## config.mk

```make
export PLATFORM = sky130hd
export DESIGN_NAME = csr_top
export DESIGN_NICKNAME = d
export VERILOG_FILES = /design/src/csr_pkg.sv /design/src/csr_interrupt.sv /design/src/csr_mode_exc.sv /design/src/csr_read_mux.sv /design/src/csr_scratch.sv /design/src/csr_timer.sv /design/src/csr_top.sv
export VERILOG_INCLUDE_DIRS = /design/src /design/src/src
export SDC_FILE = /design/constraint.sdc
export NUM_CORES = 1
export LEC_CHECK = 0
export ABC_AREA = 1
export BUFFER_PORTS_ARGS = -buffer_cell sky130_fd_sc_hd__buf_2
export CAP_MARGIN = 20
export CORE_MARGIN = 2
export CORE_UTILIZATION = 33
export CTS_CLUSTER_DIAMETER = 200
export DETAILED_ROUTE_END_ITERATION = 12
export PLACE_DENSITY_LB_ADDON = 0.15
export SLEW_MARGIN = 15
export SYNTH_ARGS = -nofsm -noshare
export SYNTH_HDL_FRONTEND = slang
export SYNTH_HIERARCHICAL = 1
export SYNTH_SLANG_ARGS = --single-unit
```

## constraint.sdc

```tcl
create_clock -name clk -period 3.7 [get_ports clk]
set_clock_uncertainty 0.05 [all_clocks]
set_input_delay 0.555 -clock clk [delete_from_list [all_inputs] [get_ports clk]]
set_output_delay 0.555 -clock clk [all_outputs]
set_load 0.03 [all_outputs]
```

## src/csr_settings.svh

```systemverilog
`ifndef CSR_SETTINGS_SVH
`define CSR_SETTINGS_SVH

// CSR addresses
`define CSR_ADDR_CRMD    14'h000
`define CSR_ADDR_PRMD    14'h001
`define CSR_ADDR_ECFG    14'h004
`define CSR_ADDR_ESTAT   14'h005
`define CSR_ADDR_ERA     14'h006
`define CSR_ADDR_BADV    14'h007
`define CSR_ADDR_EENTRY  14'h00C
`define CSR_ADDR_SAVE0   14'h030
`define CSR_ADDR_SAVE1   14'h031
`define CSR_ADDR_SAVE2   14'h032
`define CSR_ADDR_SAVE3   14'h033
`define CSR_ADDR_TID     14'h040
`define CSR_ADDR_TCFG    14'h041
`define CSR_ADDR_TVAL    14'h042
`define CSR_ADDR_TICLR   14'h044

// CRMD and PRMD fields
`define CSR_CRMD_RESET   32'h0000_00A8
`define CSR_CRMD_PLV     1:0
`define CSR_CRMD_IE      2
`define CSR_CRMD_DA      3
`define CSR_CRMD_PG      4
`define CSR_CRMD_DATF    6:5
`define CSR_CRMD_DATM    8:7
`define CSR_PRMD_PPLV    1:0
`define CSR_PRMD_PIE     2

// ESTAT, ECFG and timer fields
`define CSR_INT_W        13
`define CSR_HWINT_W      8
`define CSR_ESTAT_HW_LSB 2
`define CSR_ESTAT_IS_SOFT 1:0
`define CSR_ESTAT_TI_BIT 11
`define CSR_ESTAT_ECODE  21:16
`define CSR_TIMER_INIT_W 30
`define CSR_TCFG_EN      0
`define CSR_TCFG_PERIODIC 1
`define CSR_EENTRY_LSB   6

`endif

```

## src/csr_pkg.sv

```systemverilog
`default_nettype none

`include "csr_settings.svh"

package csr_pkg;

    // CSR address as seen by software
    typedef logic [13:0] csr_addr_t;

    typedef logic [31:0] csr_data_t;

    // Privilege level, 0 is the most privileged
    typedef logic [1:0] plv_t;

    typedef logic [5:0] ecode_t;

    // Interrupt status and enable, same layout as ESTAT[12:0]
    typedef logic [`CSR_INT_W-1:0] int_vec_t;

    typedef logic [`CSR_HWINT_W-1:0] hw_int_t;

    // TCFG InitVal, counter loads it shifted left by two
    typedef logic [`CSR_TIMER_INIT_W-1:0] timer_init_t;

endpackage

`default_nettype wire

```

## src/csr_interrupt.sv

```systemverilog
`timescale 1ns/100ps
`default_nettype none

`include "csr_settings.svh"

module csr_interrupt (
    input  wire                     clk,
    input  wire                     aresetn,
    input  wire csr_pkg::csr_addr_t addr,
    input  wire csr_pkg::csr_data_t wdata,
    input  wire                     csr_we,
    input  wire csr_pkg::hw_int_t   hw_int,
    input  wire                     timer_irq,
    input  wire                     crmd_ie,
    output csr_pkg::csr_data_t      ecfg,
    output csr_pkg::int_vec_t       int_status,
    output logic                    cpu_interrupt,
    output logic                    idle_over
);
    import csr_pkg::*;

    int_vec_t   ecfg_lie;
    logic [1:0] estat_soft;

    always_ff @(posedge clk) begin
        if (!aresetn) begin
            ecfg_lie   <= '0;
            estat_soft <= '0;
        end else if (csr_we) begin
            if (addr == `CSR_ADDR_ECFG) begin
                ecfg_lie <= wdata[`CSR_INT_W-1:0];
            end
            // Only the two software bits of ESTAT are writable
            if (addr == `CSR_ADDR_ESTAT) begin
                estat_soft <= wdata[`CSR_ESTAT_IS_SOFT];
            end
        end
    end

    always_comb begin
        int_status = '0;
        int_status[`CSR_ESTAT_IS_SOFT] = estat_soft;
        int_status[`CSR_ESTAT_HW_LSB +: `CSR_HWINT_W] = hw_int;
        int_status[`CSR_ESTAT_TI_BIT] = timer_irq;
    end

    assign ecfg = {{(32 - `CSR_INT_W){1'b0}}, ecfg_lie};

    // Needs global enable and a matching local enable
    assign cpu_interrupt = crmd_ie && |(int_status & ecfg_lie);

    // Any pending source ends idle, enabled or not
    assign idle_over = |int_status;

endmodule

`default_nettype wire

```

## src/csr_mode_exc.sv

```systemverilog
`timescale 1ns/100ps
`default_nettype none

`include "csr_settings.svh"

module csr_mode_exc (
    input  wire                  clk,
    input  wire                  aresetn,
    input  wire csr_pkg::csr_addr_t addr,
    input  wire csr_pkg::csr_data_t wdata,
    input  wire                  csr_we,
    input  wire                  exception,
    input  wire                  ertn,
    input  wire csr_pkg::ecode_t ex_ecode,
    input  wire csr_pkg::csr_data_t ex_pc,
    input  wire                  badv_valid,
    input  wire csr_pkg::csr_data_t badv_in,
    output csr_pkg::csr_data_t   crmd,
    output csr_pkg::csr_data_t   prmd,
    output csr_pkg::csr_data_t   era,
    output csr_pkg::csr_data_t   badv,
    output csr_pkg::csr_data_t   eentry,
    output csr_pkg::ecode_t      ecode,
    output logic                 crmd_ie
);
    import csr_pkg::*;

    localparam csr_data_t CRMD_INIT = `CSR_CRMD_RESET;

    plv_t                         crmd_plv;
    logic                         crmd_da;
    logic                         crmd_pg;
    logic [1:0]                   crmd_datf;
    logic [1:0]                   crmd_datm;
    plv_t                         prmd_pplv;
    logic                         prmd_pie;
    logic [31:`CSR_EENTRY_LSB]    eentry_va;
    logic                         ex_take;

    // ertn wins over a simultaneous exception
    assign ex_take = exception && !ertn;

    always_ff @(posedge clk) begin
        if (!aresetn) begin
            crmd_plv  <= CRMD_INIT[`CSR_CRMD_PLV];
            crmd_ie   <= CRMD_INIT[`CSR_CRMD_IE];
            crmd_da   <= CRMD_INIT[`CSR_CRMD_DA];
            crmd_pg   <= CRMD_INIT[`CSR_CRMD_PG];
            crmd_datf <= CRMD_INIT[`CSR_CRMD_DATF];
            crmd_datm <= CRMD_INIT[`CSR_CRMD_DATM];
        end else if (ertn) begin
            crmd_plv <= prmd_pplv;
            crmd_ie  <= prmd_pie;
        end else if (ex_take) begin
            crmd_plv <= '0;
            crmd_ie  <= 1'b0;
        end else if (csr_we && addr == `CSR_ADDR_CRMD) begin
            crmd_plv  <= wdata[`CSR_CRMD_PLV];
            crmd_ie   <= wdata[`CSR_CRMD_IE];
            crmd_datf <= wdata[`CSR_CRMD_DATF];
            crmd_datm <= wdata[`CSR_CRMD_DATM];
            // Only DA/PG = 01 or 10 is legal
            if (wdata[`CSR_CRMD_DA] != wdata[`CSR_CRMD_PG]) begin
                crmd_da <= wdata[`CSR_CRMD_DA];
                crmd_pg <= wdata[`CSR_CRMD_PG];
            end
        end
    end

    always_ff @(posedge clk) begin
        if (!aresetn) begin
            prmd_pplv <= '0;
            prmd_pie  <= 1'b0;
        end else if (ex_take) begin
            prmd_pplv <= crmd_plv;
            prmd_pie  <= crmd_ie;
        end else if (csr_we && addr == `CSR_ADDR_PRMD) begin
            prmd_pplv <= wdata[`CSR_PRMD_PPLV];
            prmd_pie  <= wdata[`CSR_PRMD_PIE];
        end
    end

    always_ff @(posedge clk) begin
        if (!aresetn) begin
            era   <= '0;
            badv  <= '0;
            ecode <= '0;
        end else if (ex_take) begin
            era   <= ex_pc;
            ecode <= ex_ecode;
            if (badv_valid) begin
                badv <= badv_in;
            end
        end else if (csr_we) begin
            if (addr == `CSR_ADDR_ERA) begin
                era <= wdata;
            end
            if (addr == `CSR_ADDR_BADV) begin
                badv <= wdata;
            end
        end
    end

    always_ff @(posedge clk) begin
        if (!aresetn) begin
            eentry_va <= '0;
        end else if (csr_we && addr == `CSR_ADDR_EENTRY) begin
            eentry_va <= wdata[31:`CSR_EENTRY_LSB];
        end
    end

    always_comb begin
        crmd                 = '0;
        crmd[`CSR_CRMD_PLV]  = crmd_plv;
        crmd[`CSR_CRMD_IE]   = crmd_ie;
        crmd[`CSR_CRMD_DA]   = crmd_da;
        crmd[`CSR_CRMD_PG]   = crmd_pg;
        crmd[`CSR_CRMD_DATF] = crmd_datf;
        crmd[`CSR_CRMD_DATM] = crmd_datm;

        prmd                 = '0;
        prmd[`CSR_PRMD_PPLV] = prmd_pplv;
        prmd[`CSR_PRMD_PIE]  = prmd_pie;
    end

    assign eentry = {eentry_va, {`CSR_EENTRY_LSB{1'b0}}};

endmodule

`default_nettype wire

```

## src/csr_read_mux.sv

```systemverilog
`timescale 1ns/100ps
`default_nettype none

`include "csr_settings.svh"

module csr_read_mux (
    input  wire csr_pkg::csr_addr_t addr,
    input  wire csr_pkg::csr_data_t crmd,
    input  wire csr_pkg::csr_data_t prmd,
    input  wire csr_pkg::csr_data_t ecfg,
    input  wire csr_pkg::csr_data_t era,
    input  wire csr_pkg::csr_data_t badv,
    input  wire csr_pkg::csr_data_t eentry,
    input  wire csr_pkg::csr_data_t save0,
    input  wire csr_pkg::csr_data_t save1,
    input  wire csr_pkg::csr_data_t save2,
    input  wire csr_pkg::csr_data_t save3,
    input  wire csr_pkg::csr_data_t tid,
    input  wire csr_pkg::csr_data_t tcfg,
    input  wire csr_pkg::csr_data_t tval,
    input  wire csr_pkg::ecode_t    ecode,
    input  wire csr_pkg::int_vec_t  int_status,
    output csr_pkg::csr_data_t      rdata
);
    import csr_pkg::*;

    csr_data_t estat;

    always_comb begin
        estat = '0;
        estat[`CSR_INT_W-1:0]   = int_status;
        estat[`CSR_ESTAT_ECODE] = ecode;
    end

    // TICLR reads as zero, like any unmapped address
    always_comb begin
        case (addr)
            `CSR_ADDR_CRMD:   rdata = crmd;
            `CSR_ADDR_PRMD:   rdata = prmd;
            `CSR_ADDR_ECFG:   rdata = ecfg;
            `CSR_ADDR_ESTAT:  rdata = estat;
            `CSR_ADDR_ERA:    rdata = era;
            `CSR_ADDR_BADV:   rdata = badv;
            `CSR_ADDR_EENTRY: rdata = eentry;
            `CSR_ADDR_SAVE0:  rdata = save0;
            `CSR_ADDR_SAVE1:  rdata = save1;
            `CSR_ADDR_SAVE2:  rdata = save2;
            `CSR_ADDR_SAVE3:  rdata = save3;
            `CSR_ADDR_TID:    rdata = tid;
            `CSR_ADDR_TCFG:   rdata = tcfg;
            `CSR_ADDR_TVAL:   rdata = tval;
            default:          rdata = '0;
        endcase
    end

endmodule

`default_nettype wire

```

## src/csr_scratch.sv

```systemverilog
`timescale 1ns/100ps
`default_nettype none

`include "csr_settings.svh"

module csr_scratch (
    input  wire                     clk,
    input  wire                     aresetn,
    input  wire csr_pkg::csr_addr_t addr,
    input  wire csr_pkg::csr_data_t wdata,
    input  wire                     csr_we,
    output csr_pkg::csr_data_t      save0,
    output csr_pkg::csr_data_t      save1,
    output csr_pkg::csr_data_t      save2,
    output csr_pkg::csr_data_t      save3,
    output csr_pkg::csr_data_t      tid
);
    import csr_pkg::*;

    csr_data_t save_q [4];
    logic      save_hit;

    // SAVE0..3 sit on four consecutive addresses
    assign save_hit = {addr[13:2], 2'b00} == `CSR_ADDR_SAVE0;

    always_ff @(posedge clk) begin
        if (!aresetn) begin
            for (int i = 0; i < 4; i++) begin
                save_q[i] <= '0;
            end
            tid <= '0;
        end else if (csr_we) begin
            if (save_hit) begin
                save_q[addr[1:0]] <= wdata;
            end
            if (addr == `CSR_ADDR_TID) begin
                tid <= wdata;
            end
        end
    end

    assign save0 = save_q[0];
    assign save1 = save_q[1];
    assign save2 = save_q[2];
    assign save3 = save_q[3];

endmodule

`default_nettype wire

```

## src/csr_timer.sv

```systemverilog
`timescale 1ns/100ps
`default_nettype none

`include "csr_settings.svh"

module csr_timer (
    input  wire                     clk,
    input  wire                     aresetn,
    input  wire csr_pkg::csr_addr_t addr,
    input  wire csr_pkg::csr_data_t wdata,
    input  wire                     csr_we,
    output csr_pkg::csr_data_t      tcfg,
    output csr_pkg::csr_data_t      tval,
    output logic                    timer_irq
);
    import csr_pkg::*;

    logic        tcfg_en;
    logic        tcfg_periodic;
    timer_init_t tcfg_init;
    logic        tcfg_wr;
    logic        ticlr_wr;
    logic        load_req;
    logic        time_out;
    logic        reload;

    assign tcfg_wr  = csr_we && addr == `CSR_ADDR_TCFG;
    assign ticlr_wr = csr_we && addr == `CSR_ADDR_TICLR;

    // Fresh TCFG write, or periodic wrap at zero
    assign reload = load_req || (tcfg_en && tcfg_periodic && tval == '0);

    always_ff @(posedge clk) begin
        if (!aresetn) begin
            tcfg_en       <= 1'b0;
            tcfg_periodic <= 1'b0;
            tcfg_init     <= '0;
            load_req      <= 1'b0;
        end else begin
            load_req <= tcfg_wr;
            if (tcfg_wr) begin
                tcfg_en       <= wdata[`CSR_TCFG_EN];
                tcfg_periodic <= wdata[`CSR_TCFG_PERIODIC];
                tcfg_init     <= wdata[31:2];
            end
        end
    end

    // Load value is one above InitVal<<2 so that InitVal 0 still fires
    always_ff @(posedge clk) begin
        if (!aresetn) begin
            tval     <= '0;
            time_out <= 1'b0;
        end else begin
            time_out <= !load_req && tcfg_en && tval == 32'd1;
            if (reload) begin
                tval <= {tcfg_init, 2'b01};
            end else if (tcfg_en && tval != '0) begin
                tval <= tval - 32'd1;
            end
        end
    end

    // Clear beats a set in the same cycle
    always_ff @(posedge clk) begin
        if (!aresetn) begin
            timer_irq <= 1'b0;
        end else if (ticlr_wr) begin
            timer_irq <= 1'b0;
        end else if (time_out) begin
            timer_irq <= 1'b1;
        end
    end

    assign tcfg = {tcfg_init, tcfg_periodic, tcfg_en};

endmodule

`default_nettype wire

```

## src/csr_top.sv

```systemverilog
`timescale 1ns/100ps
`default_nettype none

`include "csr_settings.svh"

module csr_top (
    input  wire                     clk,
    input  wire                     aresetn,
    input  wire csr_pkg::csr_addr_t addr,
    input  wire csr_pkg::csr_data_t wdata,
    input  wire                     csr_we,
    input  wire                     exception,
    input  wire                     ertn,
    input  wire csr_pkg::ecode_t    ex_ecode,
    input  wire csr_pkg::csr_data_t ex_pc,
    input  wire                     badv_valid,
    input  wire csr_pkg::csr_data_t badv_in,
    input  wire csr_pkg::hw_int_t   hw_int,
    output csr_pkg::csr_data_t      rdata,
    output csr_pkg::plv_t           plv,
    output csr_pkg::csr_data_t      era_out,
    output csr_pkg::csr_data_t      eentry_out,
    output csr_pkg::csr_data_t      tid_out,
    output logic                    cpu_interrupt,
    output logic                    idle_over
);
    import csr_pkg::*;

    wire csr_data_t crmd;
    wire csr_data_t prmd;
    wire csr_data_t badv;
    wire csr_data_t ecfg;
    wire csr_data_t tcfg;
    wire csr_data_t tval;
    wire csr_data_t save0;
    wire csr_data_t save1;
    wire csr_data_t save2;
    wire csr_data_t save3;
    wire ecode_t    ecode;
    wire int_vec_t  int_status;
    wire            crmd_ie;
    wire            timer_irq;

    assign plv = crmd[`CSR_CRMD_PLV];

    csr_mode_exc u_mode_exc (
        .clk        (clk),
        .aresetn    (aresetn),
        .addr       (addr),
        .wdata      (wdata),
        .csr_we     (csr_we),
        .exception  (exception),
        .ertn       (ertn),
        .ex_ecode   (ex_ecode),
        .ex_pc      (ex_pc),
        .badv_valid (badv_valid),
        .badv_in    (badv_in),
        .crmd       (crmd),
        .prmd       (prmd),
        .era        (era_out),
        .badv       (badv),
        .eentry     (eentry_out),
        .ecode      (ecode),
        .crmd_ie    (crmd_ie)
    );

    csr_interrupt u_interrupt (
        .clk           (clk),
        .aresetn       (aresetn),
        .addr          (addr),
        .wdata         (wdata),
        .csr_we        (csr_we),
        .hw_int        (hw_int),
        .timer_irq     (timer_irq),
        .crmd_ie       (crmd_ie),
        .ecfg          (ecfg),
        .int_status    (int_status),
        .cpu_interrupt (cpu_interrupt),
        .idle_over     (idle_over)
    );

    csr_timer u_timer (
        .clk       (clk),
        .aresetn   (aresetn),
        .addr      (addr),
        .wdata     (wdata),
        .csr_we    (csr_we),
        .tcfg      (tcfg),
        .tval      (tval),
        .timer_irq (timer_irq)
    );

    csr_scratch u_scratch (
        .clk     (clk),
        .aresetn (aresetn),
        .addr    (addr),
        .wdata   (wdata),
        .csr_we  (csr_we),
        .save0   (save0),
        .save1   (save1),
        .save2   (save2),
        .save3   (save3),
        .tid     (tid_out)
    );

    csr_read_mux u_read_mux (
        .addr       (addr),
        .crmd       (crmd),
        .prmd       (prmd),
        .ecfg       (ecfg),
        .era        (era_out),
        .badv       (badv),
        .eentry     (eentry_out),
        .save0      (save0),
        .save1      (save1),
        .save2      (save2),
        .save3      (save3),
        .tid        (tid_out),
        .tcfg       (tcfg),
        .tval       (tval),
        .ecode      (ecode),
        .int_status (int_status),
        .rdata      (rdata)
    );

endmodule

`default_nettype wire
```

Yosys cells after proc, flatten, opt, wreduce, memory -nomap -nowiden
Memories as Yosys holds them, arrays and structs flattened.
Cells that the tools add are included.
{"block": "word_totals", "register_bits": 222, "latchBits": 0, "mem_bits_rw": 128, "romBits": 0, "input_bits": 130, "output_inout_bits": 132, "elab_cells": 111, "memories": 1}
{"memory": "u_scratch.save_q", "words": 4, "word_bits": 32, "read_ports": 4, "rd_clocked_by_memory_dff": 0, "wr": 4, "line_no": "csr_scratch.sv:20", "rtl": "csr_data_t save_q [4];"}
{"block": "op_classes", "n_addsub": 1, "multipliers": 0, "n_div": 0, "magnitude_cmp": 0, "eq_ne": 18, "n_shift": 0, "mux": 28, "n_bitwise": 4, "reduce_logical": 36}
{"operator": "one-hot mux 32 bit (14 select lines)", "n": 1}
{"operator": "two-way mux 32 bit", "n": 10}
{"operator": "== test 14 x 3 -> 1 bit, second input constant", "n": 4}
{"operator": "== test 14 x 6 -> 1 bit, second input constant", "n": 4}
{"operator": "== test 14 x 7 -> 1 bit, second input constant", "n": 4}
{"operator": "== test 32 x 1 -> 1 bit, second input constant", "n": 1}
{"operator": "zero test 32 bit", "n": 1}
{"operator": "nonzero test 32 bit", "n": 1}
{"operator": "OR reduction 32 bit", "n": 1}
{"operator": "subtractor 32 x 1 -> 32 bit, second input constant", "n": 1}
{"operator": "== test 14 x 1 -> 1 bit, second input constant", "n": 1}
{"operator": "== test 14 x 4 -> 1 bit, second input constant", "n": 1}
{"operator": "zero test 14 bit", "n": 1}
{"operator": "bitwise AND 12 x 13 -> 13 bit", "n": 1}
{"operator": "OR reduction 13 bit", "n": 1}
{"operator": "== test 12 x 4 -> 1 bit, second input constant", "n": 1}
{"operator": "logical AND 1 bit", "n": 12}
{"operator": "two-way mux 2 bit", "n": 6}
{"operator": "two-way mux 1 bit", "n": 11}
{"operator": "OR reduction 11 bit", "n": 1}
{"operator": "nonzero test 2 bit", "n": 5}
{"operator": "AND reduction 2 bit", "n": 4}
{"operator": "AND reduction 3 bit", "n": 2}
{"operator": "AND reduction 4 bit", "n": 1}
{"operator": "7 further kinds", "n": 11}

Logic depth before layout (Yosys ltp)
Gate-level depths: netlist (run 1).
{"block": "logic_depth", "word_depth": 7, "depth_mapped": 13, "mapped_depth_nobuf": 13}

Hierarchy
Netlist (run 1), hierarchy kept.
{"module": "csr_scratch", "n_inst": 1, "cells_per_inst": 542, "area_per_inst_um2": 6940.4, "seq_area_each_um2": 4484.3}
{"module": "csr_mode_exc", "n_inst": 1, "cells_per_inst": 829, "area_per_inst_um2": 5490.3, "seq_area_each_um2": 2162.1}
{"module": "csr_read_mux", "n_inst": 1, "cells_per_inst": 1106, "area_per_inst_um2": 4912.2, "seq_area_each_um2": 0.0}
{"module": "csr_timer", "n_inst": 1, "cells_per_inst": 608, "area_per_inst_um2": 3807.4, "seq_area_each_um2": 1341.3}
{"module": "csr_interrupt", "n_inst": 1, "cells_per_inst": 164, "area_per_inst_um2": 1018.5, "seq_area_each_um2": 300.3}

Worst setup path before layout (run 1)
Ideal clock, no wire load.
{"block": "synth_timing", "path_type": "in2reg", "startpoint": "input addr[9]", "endpoint": "memory u_scratch/save_q[3][0] (netlist bit), enable pin", "setup_time_ps": 466, "arrival_time_ps": 3348, "required_ps": 3184, "slack_ps": -163, "cell_stages": 6, "n_path_buf": 1, "cell_sequence": "nor2_2 -> nand2_1 -> nor2b_2 -> buf_6 -> nand2_1 -> o21ai_0"}
{"item": "start: declaration", "line_no": "csr_top.sv:9", "rtl": "input wire csr_pkg::csr_addr_t addr,"}
{"item": "end: declaration", "line_no": "csr_scratch.sv:20"}

Worst setup path after layout (run 1)
{"block": "layout_timing", "startpoint": "input addr[0]", "endpoint": "output rdata[14]"}
{"block": "layout_via", "elab_chain_len": 2, "word_cells_on_any_way": 15, "cone_classes": "eq/ne (13); mux (1); reduce/logical (1)"}
{"item": "== test 14 x 7 -> 1 bit (tied with other cells)", "line_no": "csr_read_mux.sv:37", "rtl": "case (addr)"}
{"item": "one-hot mux 32 bit (14 select lines) (*)", "line_no": "csr_read_mux.sv:37"}
{"item": "end: declaration", "line_no": "csr_top.sv:19", "rtl": "output csr_pkg::csr_data_t rdata,"}
Every way passes the cells marked *; elsewhere a longest branch is shown, timed or not.

==> out/summary.txt, run 1 <==
Leading post-synthesis cells by cell area: dfxtp_1 (20%), edfxtp_1 (17%), nand2_1 (15%)
Rel. slew slack: 30.85%
Post-CTS sizing: 0
Core footprint: 66800 sq um
H-tree depth: 2
CTS max path bufs: 3
Status: completed
Fmax: 314.1 MHz
P&R area growth vs syn: 13.05%
Period utilisation layout: 86.04%
Req. time, crit path: 3.09 ns
Vias in the first global route: 19220
Top-area cell type share of the netlist area: 20.05%
Register area share after synthesis: 37.39%
VDD IR-drop max: 0.3005 mV
CTS tree: done
CP Launch Type: input port
Routed wire length: 85.85 mm
Initial antenna violation count: 4
Initial Util: 33.19%
CTS Buf Count: 42
Die area: 69270 sq um
Actual slew at the worst max-slew pin: 1.037 ns
Arrival time of the worst setup path: 2.58 ns
DRT antenna net count: 0
# clock sinks: 350
Horiz. Die Dim: 263.2 um
GRT Residual Overflow: 0
Ports: 262
Final hold vios: 0
Net Sw Frac: 25.78%
Clk Latency, worst-skew pair: 0.58 ns
RSZ-0062 raised after global routing: false
Slowest-stage cell, CP: nor2_2
Part of the power in combinational logic: 7.5%
Root buffer cell: clkbuf_16
Post-CTS setup buffer count: 0
Final setup fails: 0
LEAKAGE: 12.52 nW
Synthesized area per cell: 6.823 sq um
Final Util: 37.52%
Ys async rst share: 0%
Ys Warns: 6
Most common cell in the netlist: nand2_1
Fin nets: 3543
Flop pwr share: 45.9%
Final RePlAce weighted congestion: 0.9216
Number of synthesized flops with an enable pin: 128
FP Rows: 95
Worst Path Max Fanout: 15
Vias per inst: 4.860
Cts hold-fix bufs: 0
CTS clk-pin slew, worst paths: 0.06 ns
Period minus WS final: 3.183 ns
Share of cells above drive strength 1: 17.02%
Design internal power: 6.735 mW
Most frequent CP cell: nand2_1
Total GRT Usage: 24.26%
Chip height: 263.2 um
Final Slew Violations: 0
Pwr Density: 362.1 nW/um^2
Post-synthesis cell count: 3249
PortBufs: 255
Hold WC Path Type: in2reg
CP cell instances: buf_2 > nor2_1 > nand2_1 > nor2_2 > and2_1 > buf_4 > nand2_1 > nand2_1 > nor2_1 > nand2_1 > buf_2
Clock share of power: 46.6%
Post-DP HPWL: 60.66 mm
#FFs+latches synth: 350
First-pass GRT wire length: 126.7 mm
Ys flop type: dfxtp_1
Commonest cells post-synth: nand2_1 (872), nand3_1 (511), nor2_1 (407)
First-pass DRT Iterations: 6
Largest net degree at the start of global routing: 74
Unique cell type count in the Yosys netlist: 44
Setup TNS Final: 0 ns
Net Sw Power: 2.339 mW
Worst path max stage delay: 0.33 ns
Mapped Area: 22170 sq um
Crit path kind: in2out
Max Cap Viol: 0
DRT iter0 DRCs: 1922
Drt wl/cell: 19.88 um
Post-route DRC: 0
CP endpoint kind: output pin
Area leader, netlist: dfxtp_1
Routed vias: 20990
flip-flops by register name, summed over array words and instances, names as in the netlist:
| signal | cells |
|---|---|
| u_mode_exc/crmd_datm | 2 |
| u_mode_exc/era | 32 |
| u_timer/tval | 32 |
| u_mode_exc/crmd_plv | 2 |
| u_timer/tcfg_en | 1 |
| u_mode_exc/eentry_va | 26 |
| u_mode_exc/badv | 32 |
| u_timer/tcfg_periodic | 1 |
| u_mode_exc/prmd_pie | 1 |
| u_mode_exc/crmd_da | 1 |
| u_interrupt/ecfg_lie | 13 |
| u_mode_exc/crmd_ie | 1 |
| u_timer/load_req | 1 |
| u_mode_exc/crmd_datf | 2 |
| u_timer/timer_irq | 1 |
| u_mode_exc/prmd_pplv | 2 |
| u_scratch/save_q | 128 |
| u_timer/tcfg_init | 30 |
| u_mode_exc/crmd_pg | 1 |
| u_timer/time_out | 1 |
| u_mode_exc/ecode | 6 |
| u_interrupt/estat_soft | 2 |
| u_scratch/tid | 32 |
final cells by class:
cell class / count / area, sq um
Fill cell: 7323 / 41740
Multi-Input combinational cell: 2308 / 10880
Sequential cell: 350 / 8288
Timing Repair Buffer: 322 / 1988
Inverter: 386 / 1449
Clock buffer: 70 / 1267
Tap cell: 873 / 1092
Clock inverter: 7 / 88.84
Antenna cell: 3 / 7.507
worst max-delay path: cells and delay by family:
family | cells | cell delay [ns]
buffers and inverters | 3 | 0.65
AND/OR/NAND/NOR | 8 | 1.36
placed cells by master (no fill, tap or decap), drive strengths merged:
master / n
xnor2: 2
o21ai: 86
o21a: 1
dfxtp: 222
nor2b: 1
and2: 6
nor4: 5
and3: 2
clkbuf: 71
o211ai: 1
nand2: 894
xor2: 11
conb: 79
buf: 321
diode: 3
clkinv: 5
nand4: 44
or2: 3
nand3: 514
edfxtp: 128
ha: 3
inv: 386
nor3: 6
bufinv: 2
a21oi: 124
nand3b: 4
nor2: 522
routing by layer:
metal	routed length [um]	vias up	part of all wire, %	track usage [%]
li1	-	10420	-	-
met1	40430	9747	47	35.51
met2	36870	716	43	36.43
met3	6509	106	7.6	4.293
met4	2041	0	2.4	6.579
met5	0	-	0	0
cells by family (layout without fill, tap and decap cells):
family          Yosys count  after routing  share of synthesized area [%]
compound gates          212            212                          4.893
flops                   350            350                          37.39
simple gates           2001           2001                          41.71
other cells               2             82                        0.03388
fa+ha+maj                 3              3                         0.1693
xor+xnor                 13             13                         0.5136
buf+inv                 668            785                          15.29
worst paths after layout:
| kind | slack (ns) | end | depth (start not counted) | startpoint |
|---|---|---|---|---|
| hold reg to reg | 0.41 | u_timer/tcfg_init[14] | 2 | u_timer/tcfg_init[14] |
| hold / removal | 0.19 | u_mode_exc/ecode[4] | 3 | ex_ecode[4] |
| setup reg to reg | 1.47 | u_timer/tval[21] | 11 | u_timer/tval[1] |
| setup / recovery | 0.52 | rdata[14] | 11 | addr[0] |
per-stage QoR:
step / total power, mW / worst slack (ns) / hold slack [ns] / cell area [sq um] / std cells
after global placement: 4.919 / 0.5377 / 0.4029 / 23700 / 4239
after detailed placement: 4.920 / 0.5407 / 0.4047 / 23700 / 4239
final: 9.074 / 0.5166 / 0.1887 / 25060 / 4319
after floorplan: 4.659 / -0.1632 / 0.3770 / 22460 / 3326
after CTS: 9.148 / 0.5323 / 0.1604 / 25050 / 4316
after global routing: 9.354 / 0.3838 / 0.2104 / 25060 / 4319
power groups by stage:
stage               clock network [mW]  registers, mW  logic (mW)
detailed placement                   0           4.25       0.672
floorplan                            0           4.26       0.402
CTS                               4.31           4.16       0.673
finish                            4.23           4.17       0.680
global placement                     0           4.25       0.671
global route                      4.44           4.18       0.737
No activity file was read; power rests on OpenSTA's default activity.
==> run 2: changes to the inputs <==
--- a/config.mk
+++ b/config.mk
@@ -13,7 +13,6 @@
 export CORE_UTILIZATION = 33
 export CTS_CLUSTER_DIAMETER = 200
 export DETAILED_ROUTE_END_ITERATION = 12
-export PLACE_DENSITY_LB_ADDON = 0.15
 export SLEW_MARGIN = 15
 export SYNTH_ARGS = -nofsm -noshare
 export SYNTH_HDL_FRONTEND = slang
==> constraint.sdc (replaced) <==
create_clock -name clk -period 3.9 [get_ports clk]
set_clock_uncertainty 0.05 [all_clocks]
set_input_delay 0.585 -clock clk [delete_from_list [all_inputs] [get_ports clk]]
set_output_delay 0.585 -clock clk [all_outputs]
set_load 0.005 [all_outputs]
==> run 2 against run 1 <==
Clock-buffer cell count fell by 4. Worst hold slack improved by 0.059 ns. Register-to-register slack improved by 0.32 ns. Setup slack improved by 0.14 ns. Global-route usage fell by 1.4 points.
==> out/summary.txt, run 2 (same netlist as run 1, synthesis figures left out) <==
Vias per inst: 4.988
CTS max path bufs: 3
GRT Residual Overflow: 0
CP endpoint: rdata[1]
Cts hold-fix bufs: 0
CTS Buf Count: 41
Storage cell area: 8288 sq um
Fin nets: 3530
Commonest non-fill, non-tap cell in the layout: nand2_1
Worst Path Buf+Inv: 4
Footprint of the multi-input gates: 10880 sq um
Status: completed
CTS tree: done
Req. time, crit path: 3.26 ns
Crit path kind: in2out
Worst Path Max Fanout: 11
Actual slew at the worst max-slew pin: 1.053 ns
Ports: 262
RSZ-0062 raised after global routing: false
Slowest-stage cell, CP: nor2_4
Reg-to-reg slack, setup: 1.79 ns
Vias in the first global route: 19600
R2r endpoint: u_timer/tval[14]
R2r startpoint: u_timer/tval[1]
Post-DP HPWL: 57.36 mm
Post-route DRC: 0
Hold WC Path Type: in2reg
Initial antenna violation count: 4
Inst Count DP: 4227
Worst path max stage delay: 0.46 ns
CP cell instances: buf_2 > nor2_1 > nand2_1 > nor2_4 > buf_4 > nand3_1 > nand2_1 > nor2_1 > nand2_1 > inv_1 > nand2_1 > buf_2
VDD IR-drop max: 0.2457 mV
Routed wire length: 81.66 mm
WP depth: 12
Worst reg-to-reg path cell count: 11
Total GRT Usage: 22.87%
DRT antenna net count: 0
Final setup fails: 0
Final hold vios: 0
P&R area growth vs syn: 11.62%
Pwr Density: 330.4 nW/um^2
Fmax: 308.8 MHz
FP Rows: 95
Final Slew Violations: 0
Post-CTS setup buffer count: 0
Max FFs per register: 128
CTS clk-pin slew, worst paths: 0.06 ns
Arrival time of the worst setup path: 2.60 ns
First-pass GRT wire length: 121.5 mm
Final RePlAce weighted congestion: 0.9240
Most frequent cells in the layout: nand2_1 (871), nand3_1 (510), nor2_1 (395), inv_1 (378), buf_2 (254)
Initial Util: 33.19%
Layout fillers: 7237
H-tree depth: 2
Clk Latency, worst-skew pair: 0.55 ns
Non-Filler Instances: 4301
Post-CTS sizing: 0
Largest reg by FF count: u_scratch/save_q
Period minus WS final: 3.239 ns
Largest net degree at the start of global routing: 78
CP endpoint kind: output pin
Root buffer cell: clkbuf_16
Max Cap Viol: 0
Period utilisation layout: 83.05%
Drt wl/cell: 18.99 um
CP Launch Type: input port
Setup TNS Final: 0 ns
CP startpoint: addr[3]
First-pass DRT Iterations: 5
Placement Cell Area: 23520 sq um
Core footprint: 66800 sq um
Horiz. Die Dim: 263.2 um
Final instance area: 24750 sq um
PortBufs: 255
DRT iter0 DRCs: 2112
Chip height: 263.2 um
Routed vias: 21450
Most frequent CP cell: nand2_1
Die area: 69270 sq um
Share of cells above drive strength 1: 16.46%
Rel. slew slack: 29.82%
Crit-path leading delay family: simple AND/OR/NAND/NOR gates
# clock sinks: 350
LEAKAGE: 12.37 nW
## run 2: changes by cell type in the layout (fill, tap and decap cells not counted), sizes merged
cell    before  now
diode        3    2
clkbuf      71   67
bufinv       2    0
inv        386  384
buf        321  309
clkinv       5    8
## run 2: per-layer routing
metal	global-route usage [%]	vias up	share of wire, %
li1	-	10390	-
met2	35.14	932	44
met5	0	-	0.033
met3	5.622	151	9.7
met1	31.31	9978	44
met4	7.722	4	3.1
## run 2: worst register-to-register path: stages (launching register included)
cell     delay [ns]
dfxtp_1        0.41
inv_1          0.11
ha_1           0.19
nand2_1        0.09
nor2_1         0.06
nand2_2        0.09
nor2_4         0.05
nand2_2        0.09
nand2_4        0.26
nor2_8         0.37
nand2_1        0.14
a21oi_2        0.14
## run 2: how the worst min path moves through the flow
stage	startpoint	endpoint	slack (ns)	depth (start not counted)
final	ex_ecode[5]	u_mode_exc/ecode[5]	0.25	3
after global placement	u_timer/tcfg_init[29]	u_timer/tcfg_init[29]	0.40	2
after floorplan	u_timer/time_out	u_timer/timer_irq	0.38	2
after detailed placement	u_timer/tcfg_init[2]	u_timer/tcfg_init[2]	0.40	2
after CTS	ex_ecode[5]	u_mode_exc/ecode[5]	0.22	3
after global routing	ex_ecode[1]	u_mode_exc/ecode[1]	0.25	3
## run 2: metrics by stage
stage / hold WS, ns / setup slack (ns) / utilization (%) / total power, mW
6_report: 0.2481 / 0.6611 / 37.04 / 8.177
5_1_grt: 0.2535 / 0.6119 / 37.04 / 8.420
4_1_cts: 0.2241 / 0.7202 / 37.04 / 8.227
3_5_place_dp: 0.4023 / 0.7248 / 35.21 / 4.609
3_3_place_gp: 0.4024 / 0.7635 / 35.21 / 4.605
2_1_floorplan: 0.3770 / 0.006755 / - / 4.381
## run 2: cell type report
| cell class | instances | share of cell area, % |
|---|---|---|
| tap | 873 | 4.414 |
| sequential | 350 | 33.49 |
| antenna | 2 | 0.02023 |
| timing repair buffer | 310 | 7.317 |
| clock buffer | 66 | 4.814 |
| multi-input combinational | 2308 | 43.96 |
| clock inverter | 6 | 0.1264 |
| inverter | 386 | 5.855 |
## run 2: where the power goes
part	internal (mW)	switching [mW]	leakage [nW]
Clock	2.08	1.55	0.595
Sequential	3.89	0.0637	3.01
Combinational	0.155	0.435	8.76
==> run 3: changes to the inputs <==
==> constraint.sdc (replaced) <==
create_clock -name clk -period 2.6 [get_ports clk]
set_clock_uncertainty 0.05 [all_clocks]
set_input_delay 0.39 -clock clk [delete_from_list [all_inputs] [get_ports clk]]
set_output_delay 0.39 -clock clk [all_outputs]
set_load 0.005 [all_outputs]
==> run 3 against run 2 <==
Die area unchanged. Global-route usage decreased by 0.052 points. Register-to-register slack got worse by 1.3 ns. Sequential share of layout area decreased by 1.2 points. Sequential power increased by 50%. Via count increased by 0.53%. Worst hold slack got worse by 0.21 ns. Final cell count increased by 1.3%. Utilization increased by 1.4 points. Sequential cell count unchanged. Critical path type unchanged.
==> out/summary.txt, run 3 (same netlist as run 1, synthesis figures left out) <==
# clock sinks: 350
Ports: 262
Hold depth: 3
Worst reg-to-reg path cell count: 11
Post-Route M1 WL: 36.21 mm
GRT Residual Overflow: 0
Hold WC Path Type: in2reg
Horiz. Die Dim: 263.2 um
Max FFs per register: 128
Most frequent cells in the layout: nand2_1 (867), nand3_1 (510), nor2_1 (393), inv_1 (378), buf_2 (254)
First-pass DRT Iterations: 6
CP cell instances: buf_2 > nor2_1 > nand2_1 > nor2_1 > buf_4 > and2_2 > buf_4 > nand2_1 > nand2_1 > nor2_1 > nand2_1 > buf_2
Clk Latency, worst-skew pair: 0.55 ns
Initial antenna violation count: 2
Share of cells above drive strength 1: 18.17%
Final hold vios: 0
Hold path start: ex_ecode[4]
Reg-to-reg slack, setup: 0.46 ns
R2r endpoint: u_timer/tval[30]
Slowest-stage cell, CP: and2_2
First-pass GRT wire length: 121.7 mm
RSZ-0062 raised after global routing: true
Largest reg by FF count: u_scratch/save_q
Core footprint: 66800 sq um
PortBufs: 255
Final Util: 38.40%
Actual slew at the worst max-slew pin: 0.7589 ns
Final RePlAce weighted congestion: 0.9881
CTS tree: done
CP endpoint kind: output pin
Final WS setup: 0.05293 ns
CP Launch Type: input port
Req. time, crit path: 2.16 ns
Status: completed
DRT antenna net count: 0
Final setup fails: 0
Post-DP HPWL: 58.40 mm
VDD IR-drop max: 0.3936 mV
R2r startpoint: u_timer/tval[1]
Final instance area: 25650 sq um
Drt wl/cell: 18.90 um
Max Cap Viol: 0
Commonest non-fill, non-tap cell in the layout: nand2_1
Rel. slew slack: 49.41%
Worst path max stage delay: 0.23 ns
Post-route DRC: 0
FP Rows: 95
Cts hold-fix bufs: 0
Crit path kind: in2out
Vias per inst: 4.949
Met3 Wirelength: 7.165 mm
Initial Util: 33.19%
DRT iter0 DRCs: 2090
Placement Cell Area: 24190 sq um
Hold WS: 0.03990 ns
Largest net degree at the start of global routing: 78
Die area: 69270 sq um
Routed wire length: 82.35 mm
Fmax: 392.6 MHz
Final Slew Violations: 0
Root buffer cell: clkbuf_16
Period utilisation layout: 97.96%
Pwr Density: 484.0 nW/um^2
Routed vias: 21570
DP Worst Slack: 0.03936 ns
LEAKAGE: 12.81 nW
Vias in the first global route: 19730
Top sig layer: met4
CTS clk-pin slew, worst paths: 0.06 ns
Arrival time of the worst setup path: 2.11 ns
Chip height: 263.2 um
Fin nets: 3586
H-tree depth: 2
P&R area growth vs syn: 15.72%
CTS Buf Count: 39
Most frequent CP cell: nand2_1
Met2 WL post-DR: 36.54 mm
Worst Path Max Fanout: 8
Period minus WS final: 2.547 ns
Total GRT Usage: 22.82%
CTS max path bufs: 3
Hold Path Sink: u_mode_exc/ecode[4]
-- run 3: changes by cell type in the layout (fill, tap and decap cells not counted), sizes merged --
cell and delta:
diode -1, clkinvlp +1, bufinv +2, inv +3, clkbuf -6, clkinv +5
buf +53
-- run 3: power breakdown --
group / switching (mW) / total [mW] / leakage (nW) / internal [mW]
sequential: 0.105 / 5.94 / 3.01 / 5.83
clock: 2.37 / 5.54 / 0.608 / 3.17
combinational: 0.668 / 0.944 / 9.19 / 0.276
total: 3.14 / 12.4 / 12.8 / 9.28
-- run 3: what timing repair did --
item,in CTS,in global routing
gates resized for setup,0,11
setup buffers,0,3
endpoints found under the hold margin,0,0
endpoints found under the setup margin,0,17
-- run 3: per-stage QoR --
stage	TNS (ns)	std cells	total power [mW]
2_1_floorplan	-31.93	3326	6.569
5_1_grt	-0.004046	4358	12.78
3_5_place_dp	0	4277	6.969
4_1_cts	0	4349	12.47
6_report	0	4358	12.42
3_3_place_gp	0	4277	6.966
-- run 3: worst max-delay path, delay by kind of cell --
kind	cells	cell delay [ns]
simple gates	8	1.06
buf+inv	4	0.64
-- run 3: final cells by class --
class / instances / area (sq um)
fill: 7142 / 41150
multi-input combinational: 2308 / 10900
sequential: 350 / 8288
timing repair buffer: 368 / 2674
inverter: 386 / 1449
clock buffer: 55 / 1106
tap: 873 / 1092
clock inverter: 17 / 138.9
antenna: 1 / 2.502
-- run 3: layer usage --
| layer | up-vias | GRT usage [%] |
|---|---|---|
| met5 | - | 0 |
| met4 | 0 | 6.672 |
| met3 | 136 | 3.470 |
| met2 | 938 | 35.89 |
| met1 | 9983 | 32.27 |
| li1 | 10510 | - |
-- run 3: worst max-delay path by stage --
stage | slack (ns) | cells past startpoint | to | startpoint
floorplan | -0.25 | 6 | u_scratch/save_q[0][0] | addr[9]
global placement | 0.05 | 12 | rdata[27] | addr[3]
detailed placement | 0.04 | 11 | rdata[13] | addr[8]
CTS | 0.04 | 11 | rdata[13] | addr[8]
global route | -0.003 | 13 | rdata[16] | addr[1]
finish | 0.05 | 12 | rdata[27] | addr[7]
